### src/sysmem_defs.svh
`ifndef SYSMEM_DEFS_SVH
`define SYSMEM_DEFS_SVH

// data path of the single memory port
`define SYSMEM_DATA_W 64
`define SYSMEM_BE_W 8

// word address, 256 words deep
`define SYSMEM_ADDR_W 8

// avalon burstcount field
`define SYSMEM_BURST_W 8

// cycles the port stays in reset after init_reset_n rises
`define SYSMEM_POR_CYCLES 16

// read accept to first readdatavalid
`define SYSMEM_READ_LATENCY 2

`endif

### src/sysmem_pkg.sv
`default_nettype none

`include "sysmem_defs.svh"

package sysmem_pkg;

	// bus fields
	typedef logic [`SYSMEM_DATA_W-1:0] data_t;
	typedef logic [`SYSMEM_BE_W-1:0] byteen_t;
	typedef logic [`SYSMEM_ADDR_W-1:0] addr_t;
	typedef logic [`SYSMEM_BURST_W-1:0] burst_t;

	// wide enough to hold the full power-on count
	typedef logic [$clog2(`SYSMEM_POR_CYCLES + 1)-1:0] por_count_t;

	// safe terminator states
	typedef enum logic [2:0] {
		st_idle,
		st_write,
		st_read,
		st_flush,
		st_drain,
		st_hold
	} term_state_t;

endpackage

`default_nettype wire

### src/reset_timer.sv
`timescale 1ns/1ps
`default_nettype none

`include "sysmem_defs.svh"

module reset_timer (
	input wire clock,
	input wire init_reset_n,
	input wire core_reset_req,
	output logic reset_out
);

	localparam sysmem_pkg::por_count_t POR_LAST = sysmem_pkg::por_count_t'(`SYSMEM_POR_CYCLES - 1);
	localparam sysmem_pkg::por_count_t POR_FULL = sysmem_pkg::por_count_t'(`SYSMEM_POR_CYCLES);

	sysmem_pkg::por_count_t por_count;
	logic por_done;

	// counter parks at the full count
	assign por_done = (por_count == POR_FULL);

	always_ff @(posedge clock or negedge init_reset_n) begin
		if (!init_reset_n) begin
			por_count <= '0;
			reset_out <= 1'b1;
		end else begin
			if (!por_done) begin
				por_count <= por_count + 1'b1;
			end
			// hand over to the core request on the last power-on edge
			if (por_count >= POR_LAST) begin
				reset_out <= core_reset_req;
			end else begin
				reset_out <= 1'b1;
			end
		end
	end

	//////////////////////////////////////////////////////////////////////
	// checks
	//////////////////////////////////////////////////////////////////////

	// port stays in reset until the power-on count completes
	a_por_holds_reset: assert property (@(posedge clock) disable iff (!init_reset_n)
		!por_done |-> reset_out);

endmodule

`default_nettype wire

### config.mk
export PLATFORM = sky130hd
export DESIGN_NAME = reset_timer
export DESIGN_NICKNAME = d
export VERILOG_FILES = /design/src/sysmem_pkg.sv /design/src/reset_timer.sv
export VERILOG_INCLUDE_DIRS = /design/src
export SDC_FILE = /design/constraint.sdc
export NUM_CORES = 1
export LEC_CHECK = 0
export BUFFER_PORTS_ARGS = -buffer_cell sky130_fd_sc_hd__buf_2
export CORE_AREA = 4 4 41 43
export CTS_BUF_LIST = sky130_fd_sc_hd__clkbuf_4 sky130_fd_sc_hd__clkbuf_8
export DETAILED_ROUTE_END_ITERATION = 7
export DIE_AREA = 0 0 45 47
export GPL_TIMING_DRIVEN = 0
export PLACE_DENSITY = 0.42
export REMOVE_ABC_BUFFERS = 1
export SETUP_SLACK_MARGIN = 0.2
export SYNTH_ARGS = -nofsm -noshare
export SYNTH_HDL_FRONTEND = slang
export SYNTH_SLANG_ARGS = --single-unit
### constraint.sdc
create_clock -name clock -period 1.3 [get_ports clock]
set_input_delay 0.13 -clock clock [delete_from_list [all_inputs] [get_ports clock]]
set_output_delay 0.13 -clock clock [all_outputs]
set_load 0.05 [all_outputs]
==> reports/metrics.yaml <==
placed_design:
  gp_congestion: 0.7241
  dpl_cell_area_um2: 331.6
  dp.cells: 42
  pre_cts_ws_ns: -0.03392
  hpwl_um: 347
  numPortBuffers: 3
global_route:
  antenna_found_initial: 0
  grt_max_degree: 7
  grt_pass1_vias: 255
  grt_pass1_wl_um: 1041
  track_usage_pct: 7.239
  overflow: 0
worst_setup_path:
  crit_start: "por_count[1]"
  end_kind: "register"
  critPathTopFamily: "flip-flops"
  cp_max_fo: 4
  worstPathArrival_ns: 1.41
  required_ns: 1.43
  crit_cells: 4
  slowest_delay_ns: 0.42
  r2r_cells: 4
  crit_slowest_cell: "dfrtp_1"
  critical_path.cell_chain: "inv_1, ha_1, and4bb_4, mux2_4"
  crit_type: "reg -> reg"
  path_buf_inv: 1
  critPathLaunchType: "register"
  rr_startpoint: "por_count[1]"
layout:
  drive_gt1_share_pct: 52.63
  fillCellCount: 136
  layout.cells.non_filler: 53
  num_antenna_cells: 0
  design_area_um2: 440.4
  layout_common_cells: "7 x buf_4, 5 x dfrtp_1, 4 x clkbuf_4"
  synthToLayoutAreaGrowth_pct: 47.90
  multi_input_area_um2: 156.4
  regArea_um2: 151.4
  nNetsFinal: 45
  final_common_cell: "buf_4"
min_path:
  min-delay-start: "core_reset_req"
  worstHoldPathType: "in -> reg"
  hold_depth: 2
die:
  rows: 13
  pin_count: 4
  chipWidth_um: 45
  core_area_mm2: 0.001301
  dieHeight_um: 47
  start_util_pct: 22.88
  die-area_mm2: 0.002115
synth:
  synth_top_area_share_pct: 42.02
  seq_area_frac_synth_pct: 50.84
  netlist_area_um2: 297.8
  synthTopCellsByArea: "dfrtp_1 42%, ha_1 13%, dfstp_2 8.8%, xnor2_1 8.8%, and4bb_4 5.5%"
  syn_inst: 24
  synth-seq-cells: 6
  ys_types: 13
  syn_avg_cell_area_um2: 12.41
  synth_area_leader_cell: "dfrtp_1"
  ys_warn_count: 0
sta:
  hold_ws_ns: 0.07807
  fin_skew_ns: 0.01090
  max_freq_ghz: 0.7818
  hold_violations: 0
  slew_violations: 0
  setup_viol: 0
  maxSlewHeadroom_pct: 88.51
  timing.final.crit_share_pct: 98.40
  worst_slack_ns: 0.02085
  rsz0062_at_grt: "true"
  period_needed_ns: 1.279
  worst_pin_slew_ns: 0.1711
cts:
  clock-sinks: 6
  clock_latency_ns: 0.25
  htree_levels: 1
  cts_tree: "yes"
  cts_max_path_buffers: 2
  clkTransAtPathRegs_ns: 0.05
  cts_buffers: 3
  cts-root-buf: "clkbuf_4"
route:
  drt-total-wl_um: 609
  vias: 214
  postRouteAntennaNets: 0
  firstDrtPassIters: 2
  drc: 0
  via_per_inst: 4.038
  drtIter0Drc: 3
  wl_per_cell_um: 11.49
power_and_ir_drop:
  p_leak_uw: 0.0002135
  peakVddDrop_v: 0.0003422
  power_density_mw_per_mm2: 946.8
  power_uw: 417.0
outcome:
  run_status: "finished, final reports clean"
run:
  cap_violations: 0
## where the power goes
group          internal, uW  leakage [uW]  switching, uW  total, uW
Combinational          7.01      0.000120           11.1       18.1
Clock                   137     0.0000184           71.1        208
Sequential              190     0.0000752          0.473        190
## registers in the layout, summed over array words and instances (netlist names)
signal,cells
por_count,5
reset_out,1
## final timing paths
path                           endpoint  slack [ns]
max in group asynchronous     reset_out        0.83
hold / removal                reset_out        0.08
setup / recovery           por_count[1]        0.02
hold reg to reg            por_count[3]        0.53
setup reg to reg           por_count[1]        0.02
min in group asynchronous  por_count[3]        0.23
## metrics by stage
stage | TNS (ns) | util (%)
after floorplan | 0 | -
after global placement | -0.04487 | 25.48
after detailed placement | -0.03959 | 25.48
after CTS | 0 | 32.69
after global routing | -0.03029 | 33.85
final | 0 | 33.85
## per-layer routing
layer  track usage, %  part of all wire [%]  vias up
met4            5.263                     0        0
met1            8.121                    43       99
met5                0                     0        -
met2            11.02                    50        6
li1                 -                     -      109
met3            3.065                   6.9        0
## repair_timing
| item | 4_1_cts | 5_1_grt |
|---|---|---|
| hold buffers | 1 | 0 |
| gates resized for setup | 6 | 0 |
| endpoints found under the hold margin | 6 | 0 |
| pin swaps | 2 | 1 |
| endpoints found under the setup margin | 6 | 5 |
| buffers inserted | 4 | 2 |
## worst register-to-register path, delay by kind of cell, from the launching register on
kind / cells / cell delay, ns
flops: 1 / 0.42
simple gates: 1 / 0.25
fa+ha+maj: 1 / 0.13
buf+inv: 1 / 0.07
mux: 1 / 0.29
## cell usage after synthesis
master / instances
nand4_1: 1
a21o_1: 1
and4bb_4: 1
nand2b_1: 1
mux2_4: 1
xnor2_1: 3
nand3_1: 1
dfrtp_1: 5
nor2_1: 2
ha_1: 3
inv_1: 3
dfstp_2: 1
and3_2: 1
## cells by family (layout without fill, tap and decap cells)
kind of cell / Yosys count / count (layout) / synth area share [%]
flip-flops: 6 / 6 / 50.84
AO/OA/AOI/OAI: 1 / 1 / 2.522
AND/OR/NAND/NOR: 7 / 7 / 16.39
adder cells (fa/ha/maj): 3 / 3 / 12.61
multiplexers: 1 / 1 / 5.041
XOR/XNOR: 3 / 3 / 8.825
buffers and inverters: 3 / 17 / 3.781
## final cells by class
| cell class | count | share of cell area [%] |
|---|---|---|
| Inverter | 3 | 2.557 |
| Sequential cell | 6 | 34.37 |
| Timing Repair Buffer | 10 | 16.48 |
| Clock buffer | 4 | 6.818 |
| Tap cell | 15 | 4.261 |
| Multi-Input combinational cell | 15 | 35.51 |
No activity file was read; power rests on OpenSTA's default activity.
