File: config.mk
export PLATFORM = sky130hd
export DESIGN_NAME = safe_terminator_fsm_flat
export DESIGN_NICKNAME = d
export VERILOG_FILES = /design/src/sysmem_pkg.sv /design/src/avmm_if.sv /design/src/safe_terminator_fsm.sv /design/src/flat_wrapper.sv
export VERILOG_INCLUDE_DIRS = /design/src
export SDC_FILE = /design/constraint.sdc
export NUM_CORES = 1
export LEC_CHECK = 0
export CAP_MARGIN = 20
export CORE_AREA = 2 2 130 132
export CTS_CLUSTER_DIAMETER = 200
export DETAILED_ROUTE_END_ITERATION = 8
export DIE_AREA = 0 0 132 134
export DONT_BUFFER_PORTS = 1
export MAX_ROUTING_LAYER = met4
export PLACE_DENSITY_LB_ADDON = 0.25
export SLEW_MARGIN = 20
export SYNTH_ARGS = -nofsm -noshare
export SYNTH_HDL_FRONTEND = slang
export SYNTH_SLANG_ARGS = --single-unit
File: constraint.sdc
create_clock -name clock -period 2.3 [get_ports clock]
set_clock_uncertainty 0.1 [all_clocks]
set_input_delay 0.23 -clock clock [delete_from_list [all_inputs] [get_ports clock]]
set_output_delay 0.23 -clock clock [all_outputs]
set_load 0.01 [all_outputs]
File: src/sysmem_defs.svh
`ifndef SYSMEM_DEFS_SVH
`define SYSMEM_DEFS_SVH

// data path of the single memory port
`define SYSMEM_DATA_W 64
`define SYSMEM_BE_W 8

// word address, 256 words deep
`define SYSMEM_ADDR_W 8

// avalon burstcount field
`define SYSMEM_BURST_W 8

// cycles the port stays in reset after init_reset_n rises
`define SYSMEM_POR_CYCLES 16

// read accept to first readdatavalid
`define SYSMEM_READ_LATENCY 2

`endif

File: src/sysmem_pkg.sv
`default_nettype none

`include "sysmem_defs.svh"

package sysmem_pkg;

	// bus fields
	typedef logic [`SYSMEM_DATA_W-1:0] data_t;
	typedef logic [`SYSMEM_BE_W-1:0] byteen_t;
	typedef logic [`SYSMEM_ADDR_W-1:0] addr_t;
	typedef logic [`SYSMEM_BURST_W-1:0] burst_t;

	// wide enough to hold the full power-on count
	typedef logic [$clog2(`SYSMEM_POR_CYCLES + 1)-1:0] por_count_t;

	// safe terminator states
	typedef enum logic [2:0] {
		st_idle,
		st_write,
		st_read,
		st_flush,
		st_drain,
		st_hold
	} term_state_t;

endpackage

`default_nettype wire

File: src/avmm_if.sv
`timescale 1ns/1ps
`default_nettype none

// avalon-mm burst link between terminator and memory
interface avmm_if;

	// command and write beat
	sysmem_pkg::addr_t address;
	sysmem_pkg::burst_t burstcount;
	logic read;
	logic write;
	sysmem_pkg::data_t writedata;
	sysmem_pkg::byteen_t byteenable;

	// response
	logic waitrequest;
	sysmem_pkg::data_t readdata;
	logic readdatavalid;

	modport host (
		output address,
		output burstcount,
		output read,
		output write,
		output writedata,
		output byteenable,
		input waitrequest,
		input readdata,
		input readdatavalid
	);

	modport memory (
		input address,
		input burstcount,
		input read,
		input write,
		input writedata,
		input byteenable,
		output waitrequest,
		output readdata,
		output readdatavalid
	);

endinterface

`default_nettype wire

File: src/safe_terminator_fsm.sv
`timescale 1ns/1ps
`default_nettype none

module safe_terminator_fsm (
	input wire clock,
	input wire init_reset_n,
	input wire reset_out,

	// host side
	input wire sysmem_pkg::addr_t address,
	input wire sysmem_pkg::burst_t burstcount,
	input wire read,
	input wire write,
	input wire sysmem_pkg::data_t writedata,
	input wire sysmem_pkg::byteen_t byteenable,
	output logic waitrequest,
	output sysmem_pkg::data_t readdata,
	output logic readdatavalid,

	// memory side
	avmm_if.host mem,

	// beat tracking
	output logic load,
	output sysmem_pkg::burst_t load_count,
	output logic beat,
	input wire sysmem_pkg::burst_t remaining,
	input wire last
);

	sysmem_pkg::term_state_t state;
	sysmem_pkg::term_state_t state_next;
	logic in_pass;
	logic host_accept;

	//////////////////////////////////////////////////////////////////////
	// host to memory path
	//////////////////////////////////////////////////////////////////////

	assign in_pass = (state == sysmem_pkg::st_idle) || (state == sysmem_pkg::st_write);
	assign waitrequest = reset_out || !in_pass || mem.waitrequest;
	assign host_accept = (read || write) && !waitrequest;

	assign mem.address = address;
	assign mem.burstcount = burstcount;
	assign mem.writedata = writedata;
	// flush beats carry no enables so memory keeps its contents
	assign mem.byteenable = (state == sysmem_pkg::st_flush) ? '0 : byteenable;
	assign mem.write = (in_pass && write && !reset_out) || (state == sysmem_pkg::st_flush);
	// write wins if both are raised
	assign mem.read = (state == sysmem_pkg::st_idle) && read && !write && !reset_out;

	assign readdata = mem.readdata;
	assign readdatavalid = (state == sysmem_pkg::st_read) && mem.readdatavalid && !reset_out;

	// burst counter steering
	assign load = (state == sysmem_pkg::st_idle) && host_accept;
	assign load_count = burstcount;

	always_comb begin
		case (state)
			sysmem_pkg::st_idle,
			sysmem_pkg::st_write,
			sysmem_pkg::st_flush: beat = mem.write && !mem.waitrequest;
			sysmem_pkg::st_read,
			sysmem_pkg::st_drain: beat = mem.readdatavalid;
			default: beat = 1'b0;
		endcase
	end

	//////////////////////////////////////////////////////////////////////
	// state machine
	//////////////////////////////////////////////////////////////////////

	always_comb begin
		state_next = state;
		case (state)
			sysmem_pkg::st_idle: begin
				if (reset_out) begin
					state_next = sysmem_pkg::st_hold;
				end else if (load && write) begin
					// single beat writes finish right here
					if (!last) begin
						state_next = sysmem_pkg::st_write;
					end
				end else if (load) begin
					state_next = sysmem_pkg::st_read;
				end
			end
			sysmem_pkg::st_write: begin
				if (reset_out) begin
					state_next = sysmem_pkg::st_flush;
				end else if (beat && last) begin
					state_next = sysmem_pkg::st_idle;
				end
			end
			sysmem_pkg::st_read: begin
				if (beat && last) begin
					state_next = reset_out ? sysmem_pkg::st_hold : sysmem_pkg::st_idle;
				end else if (reset_out) begin
					state_next = sysmem_pkg::st_drain;
				end
			end
			sysmem_pkg::st_flush,
			sysmem_pkg::st_drain: begin
				if (beat && last) begin
					state_next = sysmem_pkg::st_hold;
				end
			end
			sysmem_pkg::st_hold: begin
				if (!reset_out) begin
					state_next = sysmem_pkg::st_idle;
				end
			end
			default: state_next = sysmem_pkg::st_hold;
		endcase
	end

	always_ff @(posedge clock or negedge init_reset_n) begin
		if (!init_reset_n) begin
			state <= sysmem_pkg::st_hold;
		end else begin
			state <= state_next;
		end
	end

	//////////////////////////////////////////////////////////////////////
	// checks
	//////////////////////////////////////////////////////////////////////

	// host stays stalled through reset and the cycle after it ends
	a_wait_in_reset: assert property (@(posedge clock) disable iff (!init_reset_n)
		reset_out |=> waitrequest);

	// no burst is left half counted when parked
	a_parked_empty: assert property (@(posedge clock) disable iff (!init_reset_n)
		(state == sysmem_pkg::st_idle || state == sysmem_pkg::st_hold) |-> (remaining == '0));

endmodule

`default_nettype wire

File: src/flat_wrapper.sv
// flat-port wrapper written by rule: the top's interface ports become plain ports
module safe_terminator_fsm_flat 
  (clock, init_reset_n, reset_out, address, burstcount, read, write, writedata, byteenable, waitrequest, readdata, readdatavalid, load, load_count, beat, remaining, last, mem_address, mem_burstcount, mem_read, mem_write, mem_writedata, mem_byteenable, mem_waitrequest, mem_readdata, mem_readdatavalid);
  avmm_if mem_i ();
  input wire clock;
  input wire init_reset_n;
  input wire reset_out;
  input wire sysmem_pkg::addr_t address;
  input wire sysmem_pkg::burst_t burstcount;
  input wire read;
  input wire write;
  input wire sysmem_pkg::data_t writedata;
  input wire sysmem_pkg::byteen_t byteenable;
  output logic waitrequest;
  output sysmem_pkg::data_t readdata;
  output logic readdatavalid;
  output logic load;
  output sysmem_pkg::burst_t load_count;
  output logic beat;
  input wire sysmem_pkg::burst_t remaining;
  input wire last;
  output wire logic [$bits(mem_i.address)-1:0] mem_address;
  output wire logic [$bits(mem_i.burstcount)-1:0] mem_burstcount;
  output wire logic [$bits(mem_i.read)-1:0] mem_read;
  output wire logic [$bits(mem_i.write)-1:0] mem_write;
  output wire logic [$bits(mem_i.writedata)-1:0] mem_writedata;
  output wire logic [$bits(mem_i.byteenable)-1:0] mem_byteenable;
  input wire logic [$bits(mem_i.waitrequest)-1:0] mem_waitrequest;
  input wire logic [$bits(mem_i.readdata)-1:0] mem_readdata;
  input wire logic [$bits(mem_i.readdatavalid)-1:0] mem_readdatavalid;
  assign mem_address = mem_i.address;
  assign mem_burstcount = mem_i.burstcount;
  assign mem_read = mem_i.read;
  assign mem_write = mem_i.write;
  assign mem_writedata = mem_i.writedata;
  assign mem_byteenable = mem_i.byteenable;
  assign mem_i.waitrequest = mem_waitrequest;
  assign mem_i.readdata = mem_readdata;
  assign mem_i.readdatavalid = mem_readdatavalid;
  safe_terminator_fsm u_core (.clock(clock), .init_reset_n(init_reset_n), .reset_out(reset_out), .address(address), .burstcount(burstcount), .read(read), .write(write), .writedata(writedata), .byteenable(byteenable), .waitrequest(waitrequest), .readdata(readdata), .readdatavalid(readdatavalid), .mem(mem_i), .load(load), .load_count(load_count), .beat(beat), .remaining(remaining), .last(last));
endmodule
==> out/results.txt <==
Final min period - 2.02 ns
Setup Crit Path Kind - reg2out
clock root buffer - clkbuf_16
layout cell share with drive strength beyond 1 - 0.186
placed cells - 274
First DRT Iteration DRCs - 17
Reg with most FFs - u_core.state
row count - 47
Pleak - 0.000197 µW
DRT antenna net count - 0
Post-Syn Area - 1560 µm²
dpl hpwl - 2560 µm
final count of hold timing violations - 0
Seq cells post-synth - 3
Worst EP required - 1.97 ns
Initial Util - 0.0958
fin nets - 228
residual overflow from global routing - 0
Netlist cell types - 33
worst hold path type - in2reg
syn_nets - 377
Async SR Flop Fraction - 1.00
max_cap viols - 0
CTS resizes - 0
CTS Sinks - 3
Max H-tree Level - 1
Core Region - 16300 µm²
Die X - 132 µm
Bufs on Longest Clock Path - 2
max reg flops - 3
setup tns final - 0 ns
Post-Syn Instances - 209
Primary FF master, synth - dfstp_2
status - complete, no violations
sequential area share after synthesis - 0.0497
CP Max Fanout - 12
final instance count without filler cells - 280
CTS buffer count - 3
crit path DAT - 1.69 ns
WL/cell - 11.2 µm
first-pass iteration count of the detailed router - 4
Max-Slew Margin vs Limit - 0.747
DRT Wirelength - 3130 µm
Die Y - 134 µm
Area Growth Syn to Fin - -50.4%
PD cells - 985 nW/µm²
Vias - 607
fin. max-slew vios - 0
IO Port Bufs - 0
final period utilization - 0.878
maximum VDD drop - 0.000217 V
CTS tree - yes
achievable clock frequency - 0.495 GHz
GPL Wtd Cong - 0.639
Slew @ Worst Pin - 0.376 ns
Synth Area per Inst - 7.47 µm²
unrepaired setup endpoints after global routing - false
Critical Path Start Type - register
DIE AREA - 17700 µm²
DRC violations left - 0
Worst-path clk slew - 0.03 ns
I/O Pins - 334
YS warnings - 0
Total GRT Usage - 0.0351
number of global-route vias before repair - 631
clk_lat worst skew - 0.22 ns
initial antenna violation count - 1
wire length of the first global-routing pass - 4170 µm
Setup violations, final - 0
biggest regs - u_core.state (3)
crit end category - output port
Via-to-Cell Ratio - 2.17
Post-synth EDFFs - 0
largest net degree at the start of global routing - 16
logic make-up (layout without fill, tap and decap cells):
| group | after synthesis | count (layout) | synth area share |
|---|---|---|---|
| XOR/XNOR | 1 | 1 | 0.00561 |
| buffers and inverters | 157 | 7 | 0.749 |
| other | 0 | 1 | 0 |
| AO/OA/AOI/OAI | 16 | 16 | 0.0682 |
| AND/OR/NAND/NOR | 31 | 31 | 0.120 |
| flip-flops | 3 | 3 | 0.0497 |
| multiplexers | 1 | 1 | 0.00722 |
per-stage QoR:
step	power (µW)	hold WS [ns]	area (µm²)	util	setup slack (ns)
2_1_floorplan	689	-0.166	1560	-	0.405
3_3_place_gp	494	-0.165	682	0.0419	0.355
3_5_place_dp	492	-0.165	682	0.0419	0.318
4_1_cts	778	0.107	771	0.0473	0.259
5_1_grt	831	0.140	773	0.0475	0.110
6_report	762	0.104	773	0.0475	0.281
final timing paths:
check | endpoint | slack (ns) | from | cells after the start
max in group asynchronous | u_core.state[0] | 1.66 | init_reset_n | 1
setup / recovery | beat | 0.28 | u_core.state[2] | 4
hold / removal | u_core.state[2] | 0.10 | reset_out | 2
setup reg to reg | u_core.state[0] | 0.34 | u_core.state[0] | 5
hold reg to reg | u_core.state[2] | 0.52 | u_core.state[0] | 1
min in group asynchronous | u_core.state[1] | 0.19 | init_reset_n | 1
repair_timing:
| item | 4_1_cts | 5_1_grt |
|---|---|---|
| setup buffers | 0 | 0 |
| hold endpoints to repair | 3 | 0 |
| hold buffers | 1 | 0 |
synthesized netlist by cell type, types with 2 or more instances:
cell,count,share of area
dfstp_2,2,0.034
o21ai_0,3,0.0096
nor3_1,3,0.0096
clkbuf_1,3,0.0072
nand2_1,3,0.0072
and2_1,8,0.032
nand2b_1,4,0.016
a21oi_1,4,0.013
nor2_1,4,0.0096
buf_4,152,0.73
power by group:
| part | internal (µW) | switching, µW | total, µW |
|---|---|---|---|
| Combinational | 155 | 198 | 353 |
| Sequential | 94.7 | 39.8 | 134 |
| Clock | 229 | 45.8 | 274 |
placed cells by master (no fill, tap or decap), types with 2 or more instances in the layout:
cell,count
nand2b_1,4
nor3_1,3
nand2_1,3
nor2_1,4
clkbuf_16,3
a21oi_1,4
dfstp_2,2
o21ai_0,3
buf_4,2
and2_1,8
routing by layer:
metal | vias to the layer above | global-route usage | part of all wire
li1 | 212 | - | -
met1 | 257 | 0.0249 | 0.28
met2 | 80 | 0.0475 | 0.43
met3 | 58 | 0.0272 | 0.16
met4 | 0 | 0.0489 | 0.13
met5 | - | - | 0
worst max-delay path: stages (launching register included):
cell	delay, ns
dfstp_2	0.52
buf_4	0.17
nand3b_1	0.29
a21oi_2	0.11
or2_2	0.38
area by class of cell:
class	count	area (µm²)
Fill cell	1940	15500
Multi-Input combinational cell	49	314
Tap cell	220	275
Clock buffer	4	78.8
Sequential cell	3	77.6
Timing Repair Buffer	3	25.0
Antenna cell	1	2.50
Power figures use the tool's default switching activity.
