[src/sysmem_defs.svh]
`ifndef SYSMEM_DEFS_SVH
`define SYSMEM_DEFS_SVH

// data path of the single memory port
`define SYSMEM_DATA_W 64
`define SYSMEM_BE_W 8

// word address, 256 words deep
`define SYSMEM_ADDR_W 8

// avalon burstcount field
`define SYSMEM_BURST_W 8

// cycles the port stays in reset after init_reset_n rises
`define SYSMEM_POR_CYCLES 16

// read accept to first readdatavalid
`define SYSMEM_READ_LATENCY 2

`endif

[src/sysmem_pkg.sv]
`default_nettype none

`include "sysmem_defs.svh"

package sysmem_pkg;

	// bus fields
	typedef logic [`SYSMEM_DATA_W-1:0] data_t;
	typedef logic [`SYSMEM_BE_W-1:0] byteen_t;
	typedef logic [`SYSMEM_ADDR_W-1:0] addr_t;
	typedef logic [`SYSMEM_BURST_W-1:0] burst_t;

	// wide enough to hold the full power-on count
	typedef logic [$clog2(`SYSMEM_POR_CYCLES + 1)-1:0] por_count_t;

	// safe terminator states
	typedef enum logic [2:0] {
		st_idle,
		st_write,
		st_read,
		st_flush,
		st_drain,
		st_hold
	} term_state_t;

endpackage

`default_nettype wire

[src/burst_counter.sv]
`timescale 1ns/1ps
`default_nettype none

module burst_counter (
	input wire clock,
	input wire init_reset_n,
	input wire load,
	input wire sysmem_pkg::burst_t load_count,
	input wire beat,
	output sysmem_pkg::burst_t remaining,
	output logic last
);

	// on load the first beat may land in the same cycle
	assign last = load ? (load_count == 8'd1) : (remaining == 8'd1);

	always_ff @(posedge clock or negedge init_reset_n) begin
		if (!init_reset_n) begin
			remaining <= '0;
		end else if (load) begin
			if (beat) begin
				remaining <= load_count - 1'b1;
			end else begin
				remaining <= load_count;
			end
		end else if (beat) begin
			remaining <= remaining - 1'b1;
		end
	end

	//////////////////////////////////////////////////////////////////////
	// checks
	//////////////////////////////////////////////////////////////////////

	// terminator only counts beats of a loaded burst
	a_no_extra_beat: assert property (@(posedge clock) disable iff (!init_reset_n)
		(beat && !load) |-> (remaining != '0));

endmodule

`default_nettype wire

[config.mk]
export PLATFORM = sky130hd
export DESIGN_NAME = burst_counter
export DESIGN_NICKNAME = d
export VERILOG_FILES = /design/src/sysmem_pkg.sv /design/src/burst_counter.sv
export VERILOG_INCLUDE_DIRS = /design/src
export SDC_FILE = /design/constraint.sdc
export NUM_CORES = 1
export LEC_CHECK = 0
export BUFFER_PORTS_ARGS = -buffer_cell sky130_fd_sc_hd__buf_4
export CORE_AREA = 8 8 45 47
export DETAILED_ROUTE_END_ITERATION = 8
export DIE_AREA = 0 0 53 55
export HOLD_SLACK_MARGIN = 0.06
export PLACE_DENSITY = 0.74
export SYNTH_ARGS = -nofsm -noshare
export SYNTH_HDL_FRONTEND = slang
export SYNTH_SLANG_ARGS = --single-unit
[constraint.sdc]
create_clock -name clock -period 1.89 [get_ports clock]
set_clock_uncertainty 0.15 [all_clocks]
set_input_delay 0.378 -clock clock [delete_from_list [all_inputs] [get_ports clock]]
set_output_delay 0.378 -clock clock [all_outputs]
set_load 0.02 [all_outputs]
==> results of run 1 <==
-- cells in the final DEF (no fill, tap or decap), drive strengths merged, types with 4 or more instances in the layout --
master	instances
buf	34
nand2	6
ha	4
inv	6
xor2	4
mux2i	5
xnor2	9
nor2	5
dfrtp	8
clkbuf	4
-- per-layer routing --
layer	GRT usage [%]	up-vias	share of wire, %
met3	2.941	4	6.8
met1	12.56	270	39
met5	0	-	0
met4	8.190	0	2.0
met2	22.07	21	52
li1	-	291	-
-- cell usage after synthesis, drive strengths merged, types with 2 or more instances --
library cell / n / share of area [%]
inv: 6 / 3.7
nor2: 5 / 3.1
nor3: 2 / 2.5
o21ai: 3 / 2.5
nand2: 6 / 3.7
dfrtp: 8 / 33
xnor2: 9 / 13
nor4: 3 / 4.1
xor2: 4 / 5.8
mux2i: 5 / 8.2
ha: 4 / 8.2
-- logic make-up (layout without fill, tap and decap cells) --
logic type                 after synthesis  in the layout  share of synthesized area (%)
AOI/OAI and AO/OA                        3              3                          2.468
xor gates and xnor gates                13             13                          18.72
adders and majority gates                4              4                          8.231
buffers and inverters                    7             45                          4.320
DFF                                      8              8                          32.92
muxes                                    6              6                          11.93
and+or+nand+nor                         22             22                          21.40
-- final cells by class --
type | instances | area (sq um)
sequential | 8 | 202.7
inverter | 6 | 22.52
fill | 122 | 434.2
multi-input combinational | 48 | 409.1
tap | 16 | 20.02
timing repair buffer | 35 | 269.0
clock buffer | 4 | 26.28
-- worst max path at each step --
stage	startpoint	to	slack, ps	depth (start not counted)
2_1_floorplan	remaining[1]	last	30	4
3_3_place_gp	load_count[4]	last	7	5
3_5_place_dp	remaining[1]	last	-6	5
4_1_cts	remaining[1]	last	-200	5
5_1_grt	remaining[1]	last	-250	5
6_report	remaining[1]	last	-210	5
-- worst reg2reg max path: stages (launching register included) --
cell	delay [ps]
dfrtp_2	370
inv_2	50
buf_4	120
buf_4	110
buf_4	120
ha_1	280
inv_1	40
mux4_2	440
-- what timing repair did --
item,4_1_cts,5_1_grt
gates cloned,0,0
buffers inserted,2,2
setup endpoints to repair,1,1
pin swaps,1,0
hold endpoints to repair,8,0
resized for setup,4,0
hold buffers,1,0
-- report_power, final --
| group | total [mW] | switching (mW) | internal (mW) |
|---|---|---|---|
| clock network | 0.133 | 0.0522 | 0.0803 |
| logic | 0.355 | 0.169 | 0.186 |
| registers | 0.225 | 0.0206 | 0.204 |
| total | 0.712 | 0.241 | 0.470 |
-- per-stage QoR --
| step | hold slack, ps | setup TNS (ps) | instance area (sq um) | cells |
|---|---|---|---|---|
| 5_1_grt | 249.3 | -251.4 | 949.7 | 117 |
| 3_3_place_gp | 44.52 | 0 | 867.1 | 108 |
| 3_5_place_dp | 45.66 | -6.011 | 867.1 | 108 |
| 6_report | 236.9 | -208.5 | 949.7 | 117 |
| 2_1_floorplan | -67.59 | 0 | 625.6 | 63 |
| 4_1_cts | 229.4 | -200.7 | 934.6 | 115 |
==> results.py, run 1 <==
metrics = {
    "finish": {
        "top_register": "remaining",
        "largest_reg_flops": 8,
        "finalNetCount": 118,
        "layout-drive-gt1-share_pct": 45.54,
        "largestRegisters": "remaining (8)",
        "utilization_pct": 68.63,
        "insertedDiodeCount": 0,
        "syn_to_final_growth_pct": 56.17,
    },
    "timing": {
        "finalMaxSlewViolations": 0,
        "finalHoldViolCount": 0,
        "tightest_slew_ps": 350.8,
        "setup_ws_ps": -208.5,
        "finalCriticalPeriod_ps": 2098,
        "fmax_mhz": 476.5,
        "rsz0062_at_grt": "true",
        "setup_viol": 1,
        "slew_headroom_pct": 76.40,
        "period_share_pct": 111.0,
    },
    "hold_path": {
        "whs_path_depth": 2,
        "whs_endpoint": "remaining[0]",
        "hold_path_class": "in -> reg",
        "hp-start": "beat",
    },
    "clock_network": {
        "cts_sinks": 8,
        "h-tree-depth": 1,
        "clock-root-buffer": "clkbuf_4",
        "clock_path_buffers": 2,
        "cts_tree": "yes",
        "clkSlewWorstSetupHoldPaths_ps": 50,
        "cts_buffers": 3,
        "clk_latency_ps": 250,
    },
    "drt": {
        "routedWlPerCell_microns": 13.27,
        "vias_per_cell": 5.009,
        "drc": 0,
        "first_pass_iters": 4,
        "postRouteAntennaNets": 0,
        "wirelength_microns": 1553,
        "drtIter0Drc": 14,
        "num_vias": 586,
    },
    "setup_path": {
        "ff2ff_path_depth": 7,
        "slowest_stage": "or4b_4",
        "crit_path_end_kind": "primary output",
        "critPathKind": "reg -> out",
        "r2r-end": "remaining[1]",
        "crit_buf_inv": 2,
        "critPathTopFamily": "simple AND/OR/NAND/NOR gates",
        "crit_required_ps": 1360,
        "crit_arrival_ps": 1570,
        "path_cells": "inv_2, ha_4, or4b_4, o21ai_4, buf_6",
        "r2r_slack_ps": 70,
        "slowest_delay_ps": 460,
        "critPathLaunchType": "register",
        "timing.rr.start": "remaining[1]",
        "cp_max_fo": 2,
    },
    "floorplanning": {
        "io_pins": 21,
        "initial_utilization_pct": 43.94,
        "dieArea_sq_um": 2915,
        "rows": 14,
        "die_h_microns": 55,
        "core_sq_um": 1384,
        "die_w_microns": 53,
    },
    "global_route": {
        "grt_max_degree": 12,
        "grt_pass1_vias": 617,
        "antenna_found_initial": 0,
        "overflow": 0,
        "grt_pass1_wl_microns": 2642,
        "grtUsageTotal_pct": 12.33,
    },
    "synth": {
        "synthCells": 63,
        "synth-main-ff-cell": "dfrtp_1",
        "synth_seq_cells": 8,
        "syn-num-nets": 79,
        "synth_edf_count": 0,
        "ys.warnings.count": 0,
        "ys_types": 21,
        "synthArstFlopShare_pct": 100.0,
        "avgSynthCellArea_sq_um": 9.652,
        "seq_area_frac_synth_pct": 32.92,
        "synthesis.area_sq_um": 608.1,
    },
    "power": {
        "p_leak_nw": 0.4399,
        "peakVddDrop_uv": 400.3,
        "total_power_uw": 711.8,
        "power_density_nw_per_um2": 749.6,
    },
    "outcome": {
        "violations": "setup timing",
        "status": "finished, violations left",
    },
    "place": {
        "pre_cts_slack_ps": -6.011,
        "gp_congestion": 0.7458,
        "place.port_buffers": 20,
        "dp_hpwl_microns": 1237,
    },
    "run": {
        "maxCapViolations": 0,
    },
}
No activity file was read; power rests on OpenSTA's default activity.
==> run 2: changes to the inputs <==
--- a/config.mk
+++ b/config.mk
@@ -12,6 +12,7 @@
 export DIE_AREA = 0 0 53 55
 export HOLD_SLACK_MARGIN = 0.06
 export PLACE_DENSITY = 0.74
+export SETUP_SLACK_MARGIN = 0.3
 export SYNTH_ARGS = -nofsm -noshare
 export SYNTH_HDL_FRONTEND = slang
 export SYNTH_SLANG_ARGS = --single-unit
==> results.py, run 2 (synthesis results as in run 1) <==
metrics = {
    "global_route": {
        "overflow": 0,
        "grt_max_degree": 12,
        "antenna_found_initial": 0,
        "grtUsageTotal_pct": 11.57,
        "grt_pass1_wl_microns": 2387,
        "grt_pass1_vias": 576,
    },
    "floorplanning": {
        "dieArea_sq_um": 2915,
        "core_sq_um": 1384,
        "io_pins": 21,
        "die_w_microns": 53,
        "die_h_microns": 55,
        "rows": 14,
        "initial_utilization_pct": 43.94,
    },
    "drt": {
        "postRouteAntennaNets": 0,
        "wirelength_microns": 1419,
        "drc": 0,
        "vias_per_cell": 4.856,
        "drtIter0Drc": 2,
        "routedWlPerCell_microns": 12.78,
        "first_pass_iters": 3,
        "num_vias": 539,
    },
    "place": {
        "gp_congestion": 0.7350,
        "dp_hpwl_microns": 1160,
        "place.port_buffers": 20,
        "dpl.cell_count": 105,
    },
    "timing": {
        "setup_viol": 1,
        "fmax_mhz": 479.2,
        "whs_ps": 213.7,
        "finalCriticalPeriod_ps": 2087,
        "setup_ws_ps": -196.6,
        "finalMaxSlewViolations": 0,
        "period_share_pct": 110.4,
        "slew_headroom_pct": 78.14,
        "rsz0062_at_grt": "true",
        "tightest_slew_ps": 325.0,
        "finalHoldViolCount": 0,
    },
    "finish": {
        "layout-drive-gt1-share_pct": 50.53,
        "final_cells": 111,
        "fillCellCount": 112,
        "largestRegisters": "remaining (8)",
        "largest_reg_flops": 8,
        "syn_to_final_growth_pct": 55.97,
        "top_register": "remaining",
        "utilization_pct": 68.54,
        "insertedDiodeCount": 0,
        "finalNetCount": 112,
        "layout_common_cells": "25 x buf_4, 7 x xnor2_1, 6 x nand2_1",
        "final_common_cell": "buf_4",
    },
    "clock_network": {
        "cts_tree": "yes",
        "cts_sinks": 8,
        "h-tree-depth": 1,
        "cts_buffers": 3,
        "clock-root-buffer": "clkbuf_4",
        "clk_latency_ps": 250,
        "clock_path_buffers": 2,
        "clkSlewWorstSetupHoldPaths_ps": 50,
    },
    "setup_path": {
        "crit_required_ps": 1360,
        "crit_path_end_kind": "primary output",
        "cp_max_fo": 2,
        "crit_arrival_ps": 1560,
        "critPathKind": "reg -> out",
        "critPathLaunchType": "register",
    },
    "power": {
        "p_leak_nw": 0.4232,
        "power_density_nw_per_um2": 735.7,
        "total_power_uw": 697.8,
        "peakVddDrop_uv": 407.9,
    },
    "outcome": {
        "status": "finished, violations left",
        "violations": "setup timing",
    },
    "run": {
        "maxCapViolations": 0,
    },
    "hold_path": {
        "hold_path_class": "in -> reg",
    },
}
run 2: cell count changes in the layout (fill, tap and decap cells not counted), sizes merged:
cell and change:
buf -6
run 2: area by class of cell:
type | count | area (sq um) | area share [%]
flip-flops and latches | 8 | 206.4 | 21.77
repair buffers | 29 | 231.5 | 24.41
multi-input cells | 48 | 441.7 | 46.57
inverters | 6 | 22.52 | 2.375
well taps | 16 | 20.02 | 2.111
clock buffers | 4 | 26.28 | 2.770
run 2: layer usage:
metal	GRT usage, %	routed length (microns)	vias up
li1	-	-	278
met1	12.13	573	240
met2	18.36	708	16
met3	2.674	82	5
met4	12.07	54	0
met5	0	0	-
run 2: worst max-delay path, stage by stage (launching register included):
cell and delay (ps):
dfrtp_2 400, inv_2 60, ha_1 120, or4b_4 470, o21ai_4 130, buf_6 130
run 2: worst paths after layout:
check                                to  cells past startpoint  slack (ps)          from
setup / recovery                   last                      5        -200  remaining[1]
hold / removal             remaining[0]                      2         210          beat
setup reg to reg           remaining[7]                      6         110  remaining[1]
hold reg to reg            remaining[5]                      2         460  remaining[5]
max in group asynchronous  remaining[1]                      2        1130  init_reset_n
min in group asynchronous  remaining[2]                      2         330  init_reset_n
run 2: what timing repair did:
action,4_1_cts,5_1_grt
hold buffers,1,0
endpoints found under the setup margin,5,6
pin swaps,5,2
buffers inserted,1,0
endpoints found under the hold margin,8,0
gates resized for setup,9,2
run 2: through the flow:
stage                     setup WS, ps  area (sq um)  setup TNS (ps)
after floorplan                  49.66         635.6               0
after global placement           37.33         854.6               0
after detailed placement         35.34         854.6               0
after CTS                       -200.7         937.1          -200.7
after global routing            -266.6         948.4          -266.6
final                           -196.6         948.4          -196.6
run 2: where the power goes:
part | internal (mW) | switching (mW) | total [mW]
registers | 0.206 | 0.0351 | 0.241
logic | 0.166 | 0.155 | 0.321
clock network | 0.0805 | 0.0549 | 0.135
